<file path="src/rv_mem_settings.svh">
`ifndef RV_MEM_SETTINGS_SVH
`define RV_MEM_SETTINGS_SVH

// Data word width. The load formatter assumes RV32.
`define XLEN 32

// Backing store depth in words, a 1 KiB byte space.
`define MEM_WORDS 256

// One word per line.
`define CACHE_LINES 16

// Fill wait in cycles, counting the registered RAM read.
`define MISS_LATENCY 2

`endif
</file>
<file path="src/cache_pkg.sv">
`default_nettype none

`include "rv_mem_settings.svh"

package cache_pkg;

    // One cache line and one backing store word have the same shape.
    typedef logic [`XLEN-1:0] mem_word_t;

    // LOOKUP serves hits; FILL waits on the backing store after a miss.
    typedef enum logic {
        LOOKUP = 1'b0,
        FILL   = 1'b1
    } cache_state_e;

endpackage

`default_nettype wire

</file>
<file path="src/rv_isa_pkg.sv">
`default_nettype none

package rv_isa_pkg;

    // Encoded on funct3 of the RISC-V load and store opcodes.
    typedef enum logic [2:0] {
        SIZE_B  = 3'b000,
        SIZE_H  = 3'b001,
        SIZE_W  = 3'b010,
        SIZE_BU = 3'b100,
        SIZE_HU = 3'b101
    } access_size_e;

    function automatic logic is_load(input logic we, input access_size_e size);
        return !we && (size inside {SIZE_B, SIZE_H, SIZE_W, SIZE_BU, SIZE_HU});
    endfunction

    // Stores have no unsigned forms.
    function automatic logic is_store(input logic we, input access_size_e size);
        return we && (size inside {SIZE_B, SIZE_H, SIZE_W});
    endfunction

endpackage

`default_nettype wire

</file>
<file path="src/mem_bus_if.sv">
`timescale 1ns/1ps
`default_nettype none

`include "rv_mem_settings.svh"

interface mem_bus_if (
    input logic clk
);

    logic [`XLEN-3:0]     addr;  // Word address without the byte offset.
    cache_pkg::mem_word_t wdata;
    logic                 we;    // Write strobe, one cycle per store.
    cache_pkg::mem_word_t rdata; // Word at the address of the previous edge.

    modport cache (
        input  clk,
        output addr,
        output wdata,
        output we,
        input  rdata
    );

    modport memory (
        input  clk,
        input  addr,
        input  wdata,
        input  we,
        output rdata
    );

endinterface

`default_nettype wire

</file>
<file path="src/data_cache.sv">
`timescale 1ns/1ps
`default_nettype none

`include "rv_mem_settings.svh"

module data_cache (
    input  logic                     clk,
    input  logic                     reset,
    input  logic [`XLEN-1:0]         a,
    input  logic [`XLEN-1:0]         wd,
    input  logic                     we,
    input  rv_isa_pkg::access_size_e addressing_control,
    output cache_pkg::mem_word_t     cache_dout,
    output logic                     stall,
    mem_bus_if.cache                 mem
);

    localparam int ADDR_W = $clog2(`MEM_WORDS);
    localparam int IDX_W  = $clog2(`CACHE_LINES);
    localparam int TAG_W  = ADDR_W - IDX_W;
    localparam int CNT_W  = $clog2(`MISS_LATENCY + 1);

    logic                   [`CACHE_LINES-1:0] valid;
    logic [TAG_W-1:0]       tag_ram  [`CACHE_LINES];
    cache_pkg::mem_word_t   data_ram [`CACHE_LINES];

    cache_pkg::cache_state_e state;
    logic [CNT_W-1:0]        fill_count;

    logic [IDX_W-1:0]     index;
    logic [TAG_W-1:0]     tag;
    logic                 load;
    logic                 store;
    logic                 access;
    logic                 hit;
    logic                 store_hit;
    logic                 fill_done;
    cache_pkg::mem_word_t merged;

    assign index = a[IDX_W+1:2];
    assign tag   = a[ADDR_W+1:IDX_W+2];

    assign load   = rv_isa_pkg::is_load(we, addressing_control);
    assign store  = rv_isa_pkg::is_store(we, addressing_control);
    assign access = load || store;

    assign hit       = valid[index] && (tag_ram[index] == tag);
    assign store_hit = store && hit;
    assign fill_done = (state == cache_pkg::FILL) && (fill_count == CNT_W'(`MISS_LATENCY - 1));

    // The core holds its request until this drops.
    assign stall = (state == cache_pkg::FILL) || (access && !hit);

    assign cache_dout = load ? data_ram[index] : '0;

    // Store data lands on its byte lane inside the cached word.
    always_comb begin
        merged = data_ram[index];
        case (addressing_control)
            rv_isa_pkg::SIZE_B: merged[{a[1:0], 3'b000} +: 8]  = wd[7:0];
            rv_isa_pkg::SIZE_H: merged[{a[1], 4'b0000} +: 16]  = wd[15:0];
            rv_isa_pkg::SIZE_W: merged = wd;
            default:            merged = data_ram[index];
        endcase
    end

    // The backing store sees every store hit since the cache writes through.
    assign mem.addr  = a[`XLEN-1:2];
    assign mem.wdata = merged;
    assign mem.we    = store_hit;

    always_ff @(posedge clk) begin
        if (reset) begin
            state      <= cache_pkg::LOOKUP;
            fill_count <= '0;
            valid      <= '0;
        end else begin
            case (state)
                cache_pkg::LOOKUP: begin
                    if (access && !hit) begin
                        state      <= cache_pkg::FILL; // Store misses allocate too.
                        fill_count <= '0;
                    end
                end
                cache_pkg::FILL: begin
                    if (fill_done) begin
                        state        <= cache_pkg::LOOKUP;
                        valid[index] <= 1'b1;
                    end else begin
                        fill_count <= fill_count + 1'b1;
                    end
                end
                default: state <= cache_pkg::LOOKUP;
            endcase
        end
    end

    always_ff @(posedge clk) begin
        if (fill_done) begin
            data_ram[index] <= mem.rdata; // The address has been steady since the miss.
            tag_ram[index]  <= tag;
        end else if (store_hit) begin
            data_ram[index] <= merged;
        end
    end

    // A write during a fill would race the line being refilled.
    a_no_write_in_fill: assert property (
        @(posedge clk) disable iff (reset)
        (state == cache_pkg::FILL) |-> !mem.we
    ) else $error("data_cache wrote the backing store during FILL");

    a_idle_no_stall: assert property (
        @(posedge clk) disable iff (reset)
        !access |-> !stall
    ) else $error("data_cache stalled with no access presented");

endmodule

`default_nettype wire

</file>
<file path="src/flat_wrapper.sv">
// flat-port wrapper written by rule: the top's interface ports become plain ports
module data_cache_flat 
  (clk, reset, a, wd, we, addressing_control, cache_dout, stall, mem_addr, mem_wdata, mem_we, mem_rdata);
  mem_bus_if mem_i (.clk(clk));
  input  logic clk;
  input  logic reset;
  input  logic [`XLEN-1:0] a;
  input  logic [`XLEN-1:0] wd;
  input  logic we;
  input  rv_isa_pkg::access_size_e addressing_control;
  output cache_pkg::mem_word_t cache_dout;
  output logic stall;
  output wire logic [$bits(mem_i.addr)-1:0] mem_addr;
  output wire logic [$bits(mem_i.wdata)-1:0] mem_wdata;
  output wire logic [$bits(mem_i.we)-1:0] mem_we;
  input wire logic [$bits(mem_i.rdata)-1:0] mem_rdata;
  assign mem_addr = mem_i.addr;
  assign mem_wdata = mem_i.wdata;
  assign mem_we = mem_i.we;
  assign mem_i.rdata = mem_rdata;
  data_cache u_core (.clk(clk), .reset(reset), .a(a), .wd(wd), .we(we), .addressing_control(addressing_control), .cache_dout(cache_dout), .stall(stall), .mem(mem_i));
endmodule
</file>
<file path="config.mk">
export PLATFORM = sky130hd
export DESIGN_NAME = data_cache_flat
export DESIGN_NICKNAME = d
export VERILOG_FILES = /design/src/cache_pkg.sv /design/src/rv_isa_pkg.sv /design/src/mem_bus_if.sv /design/src/data_cache.sv /design/src/flat_wrapper.sv
export VERILOG_INCLUDE_DIRS = /design/src /design/src/src
export SDC_FILE = /design/constraint.sdc
export NUM_CORES = 1
export LEC_CHECK = 0
export ABC_CLOCK_PERIOD_IN_PS = 19250
export BUFFER_PORTS_ARGS = -buffer_cell sky130_fd_sc_hd__buf_2
export CAP_MARGIN = 20
export CORE_MARGIN = 5
export CORE_UTILIZATION = 41
export CTS_CLUSTER_SIZE = 40
export DETAILED_ROUTE_END_ITERATION = 6
export PLACE_DENSITY = 0.61
export SYNTH_ARGS = -nofsm -noshare
export SYNTH_HDL_FRONTEND = slang
export SYNTH_SLANG_ARGS = --single-unit
</file>
<file path="constraint.sdc">
create_clock -name clk -period 19.25 [get_ports clk]
set_input_delay 3.85 -clock clk [delete_from_list [all_inputs] [get_ports clk]]
set_output_delay 3.85 -clock clk [all_outputs]
set_load 0.05 [all_outputs]
</file>
==> flow_metrics.py <==
metrics = {
    "route": {
        "route.vias.total": 14124,
        "drtIter0Drc": 1753,
        "avgRoutedWirePerCell_um": 28.3,
        "drtPass1Iterations": 5,
        "route.detailed.drc": 0,
        "wirelength_um": 66900,
        "final_antenna_net_count": 0,
        "vias_per_cell": 5.98,
    },
    "logic_synthesis": {
        "syn-mean-instance-area_um2": 18.1,
        "synth_top_area_share": 0.682,
        "synth_top_area_cell": "edfxtp_1",
        "synth_edf_count": 576,
        "syn-num-nets": 1509,
        "netlist_area_um2": 25400,
        "ys.warnings.count": 0,
        "synth-seq-cells": 595,
        "ys_seq_area_frac": 0.697,
        "ys_top_cells_by_area": "edfxtp_1 (68%), mux4_2 (15%), dfxtp_1 (1.5%)",
        "async_reset_ff_frac": 0,
        "synth_cells": 1401,
        "dominantRegCellSynth": "edfxtp_1",
        "ys_types": 61,
    },
    "die": {
        "die_w_um": 259,
        "core_area_um2": 61500,
        "rows": 91,
        "pin_count": 198,
        "die_area_um2": 66900,
        "die_h_um": 259,
        "initial_utilization": 0.412,
    },
    "clocking": {
        "h-tree-depth": 2,
        "cts_root_buf": "clkbuf_16",
        "postCtsResizedCells": 0,
        "post_cts_buffers": 0,
        "cts_tree": "built",
        "cts.sinks": 595,
        "cts_buffers": 59,
        "clock_latency_ns": 0.64,
        "cts_hold_buf": 0,
        "clk_path_buf_depth": 3,
        "cts.clk_slew.worst_paths_ns": 0.06,
    },
    "sta": {
        "fin_skew_ns": 0.0627,
        "slew_violations": 0,
        "max-slew-margin-rel": 0.276,
        "setup_viol": 0,
        "timing.final.crit_period_ns": 11.58,
        "timing.setup.tns_ns": 0,
        "fmax_ghz": 0.0864,
        "fin_crit_sh": 0.601,
        "tightestPinTransition_ns": 1.09,
        "final_hold_viol_count": 0,
        "rsz0062_at_grt": "no",
    },
    "global_routing": {
        "grt_usage": 0.197,
        "gr-total-overflow": 0,
        "grt_max_degree": 76,
        "grt_pass1_vias": 14279,
        "antenna_found_initial": 3,
        "grt_pass1_wl_um": 97600,
    },
    "hold_path": {
        "worstHoldPathType": "flip-flop to flip-flop",
    },
    "run_status": {
        "status": "completed",
    },
    "power_and_ir_drop": {
        "pwr_density_cell_nw_per_um2": 98.3,
        "power.internal_mw": 2.17,
        "vdd_drop_max_v": 0.0000685,
        "clkPwrFrac": 0.405,
        "p_leak_nw": 9.32,
        "pwr-share-seq": 0.503,
        "p_sw_frac": 0.234,
        "combinationalPowerShare": 0.092,
        "switchingPower_mw": 0.663,
    },
    "critical_path": {
        "path_class": "input port to output port",
        "worstSetupStartpointType": "input port",
        "max_stage_delay_ns": 0.85,
        "critPathRequiredTime_ns": 15.40,
        "cp_slowest_cell": "buf_4",
        "cp.arrival_ns": 7.73,
        "crit_chain": "buf_8 > buf_4 > buf_4 > mux4_2 > mux4_2 > o32ai_1 > nand2_1 > buf_2",
        "end_kind": "output port",
        "cp_max_fo": 75,
    },
    "placed_design": {
        "io_buffer_count": 153,
        "dp_cells": 2251,
        "hpwl_um": 39500,
        "place_congestion": 0.880,
    },
    "layout": {
        "multi_input_area_um2": 7090,
        "syn_to_final_growth_pct": 13.5,
        "final_cells": 2362,
        "fillers": 5174,
        "drive_above_1_share": 0.318,
        "nNetsFinal": 1631,
        "seq_area_um2": 17700,
    },
    "run": {
        "cap_violations": 0,
    },
}
-- registers in the layout, indices dropped and copies added (netlist names) --
register and cells:
u_core.valid 16, u_core.state 1, u_core.tag_ram 64, u_core.data_ram 512
u_core.fill_count 2
-- worst paths after layout --
check                                  startpoint                         endpoint  slack, ns  cells past startpoint
setup / recovery                             a[2]                     mem_wdata[6]       7.67                      8
hold / removal      u_core.valid[10]$_SDFFE_PP0P_    u_core.valid[10]$_SDFFE_PP0P_       0.47                      2
setup reg to reg  u_core.tag_ram[15][1]$_DFFE_PP_  u_core.data_ram[3][0]$_DFFE_PP_      15.49                      8
hold reg to reg     u_core.valid[10]$_SDFFE_PP0P_    u_core.valid[10]$_SDFFE_PP0P_       0.47                      2
-- cells in the mapped netlist, types with 3 or more instances --
cell         n
mux2_1       7
nor2_1      84
ha_1         6
a21o_1       6
dfxtp_1     19
nor4b_1      3
mux2i_1     19
edfxtp_1   576
a41oi_1      3
nor4_1       4
a211oi_1     5
o21ai_0     36
mux2_2      25
nand2b_1     3
a31oi_1     27
nand2_1     76
mux4_2     174
a21oi_1     58
o32ai_1      5
clkbuf_1    48
buf_2       24
buf_6        6
inv_1        7
a21bo_2      3
nor3b_1      7
o32a_1       3
a2bb2oi_1    4
and2_1      37
buf_1       15
o22ai_1      8
nand3_1      4
nor2b_1      6
o21a_1      10
a22oi_1      4
nor3_1      14
buf_4       33
-- logic make-up (layout without fill, tap and decap cells) --
logic type / after synthesis / after routing / share of synthesized area
compound gates: 187 / 187 / 0.0468
xor+xnor: 5 / 5 / 0.00202
fa+ha+maj: 6 / 6 / 0.00296
buf+inv: 134 / 303 / 0.0277
flops: 595 / 595 / 0.697
mux: 225 / 225 / 0.176
other cells: 0 / 2 / 0
simple gates: 249 / 249 / 0.0471
-- worst max-delay path, delay by kind of cell --
kind | cells | cell delay, ns
AOI/OAI and AO/OA | 1 | 0.17
and+or+nand+nor | 1 | 0.15
buffers and inverters | 4 | 2.23
muxes | 2 | 1.09
-- metrics by stage --
step	hold slack (ns)	instance area, µm²	total power [mW]	util	setup WS, ns
after floorplan	0.435	25400	1.64	-	8.70
after global placement	0.444	26800	1.71	0.436	7.63
after detailed placement	0.455	26800	1.71	0.436	7.57
after CTS	0.473	28800	2.85	0.468	7.56
after global routing	0.488	28800	2.93	0.468	7.30
final	0.472	28800	2.83	0.468	7.67
-- layout by cell type, fill, tap and decap left out, types with 5 or more instances in the layout --
cell | Yosys | layout
a211oi_1 | 5 | 5
a21o_1 | 6 | 6
a21oi_1 | 58 | 57
a31oi_1 | 27 | 27
and2_1 | 37 | 37
buf_2 | 24 | 150
buf_4 | 33 | 34
bufinv_16 | 0 | 6
clkbuf_1 | 48 | 13
clkbuf_16 | 0 | 60
clkinv_1 | 1 | 10
clkinv_2 | 0 | 11
dfxtp_1 | 19 | 19
edfxtp_1 | 576 | 576
ha_1 | 6 | 6
inv_1 | 7 | 7
mux2_1 | 7 | 7
mux2_2 | 25 | 25
mux2i_1 | 19 | 19
mux4_2 | 174 | 174
nand2_1 | 76 | 76
nor2_1 | 84 | 84
nor2b_1 | 6 | 6
nor3_1 | 14 | 11
nor3b_2 | 1 | 5
o21a_1 | 10 | 10
o21ai_0 | 36 | 36
o22ai_1 | 8 | 8
o32ai_1 | 5 | 5
-- layer usage --
layer,up-vias,track usage,routed length (µm)
met5,-,0,13
met4,2,0.0555,1700
li1,5882,-,-
met3,114,0.0338,5660
met1,7417,0.294,28600
met2,709,0.303,30900
-- layout make-up --
type / instances / share of cell area
Timing Repair Buffer: 187 / 0.0368
Inverter: 8 / 0.00104
Clock inverter: 32 / 0.0122
Sequential cell: 595 / 0.614
Antenna cell: 2 / 0.000174
Tap cell: 790 / 0.0343
Clock buffer: 76 / 0.0553
Multi-Input combinational cell: 672 / 0.246
-- power by group through the flow --
stage | Sequential (mW) | Combinational [mW] | Clock (mW)
finish | 1.43 | 0.259 | 1.15
global route | 1.42 | 0.273 | 1.23
CTS | 1.43 | 0.259 | 1.17
detailed placement | 1.45 | 0.258 | 0
global placement | 1.45 | 0.255 | 0
floorplan | 1.45 | 0.189 | 0
No activity file was read; power rests on OpenSTA's default activity.
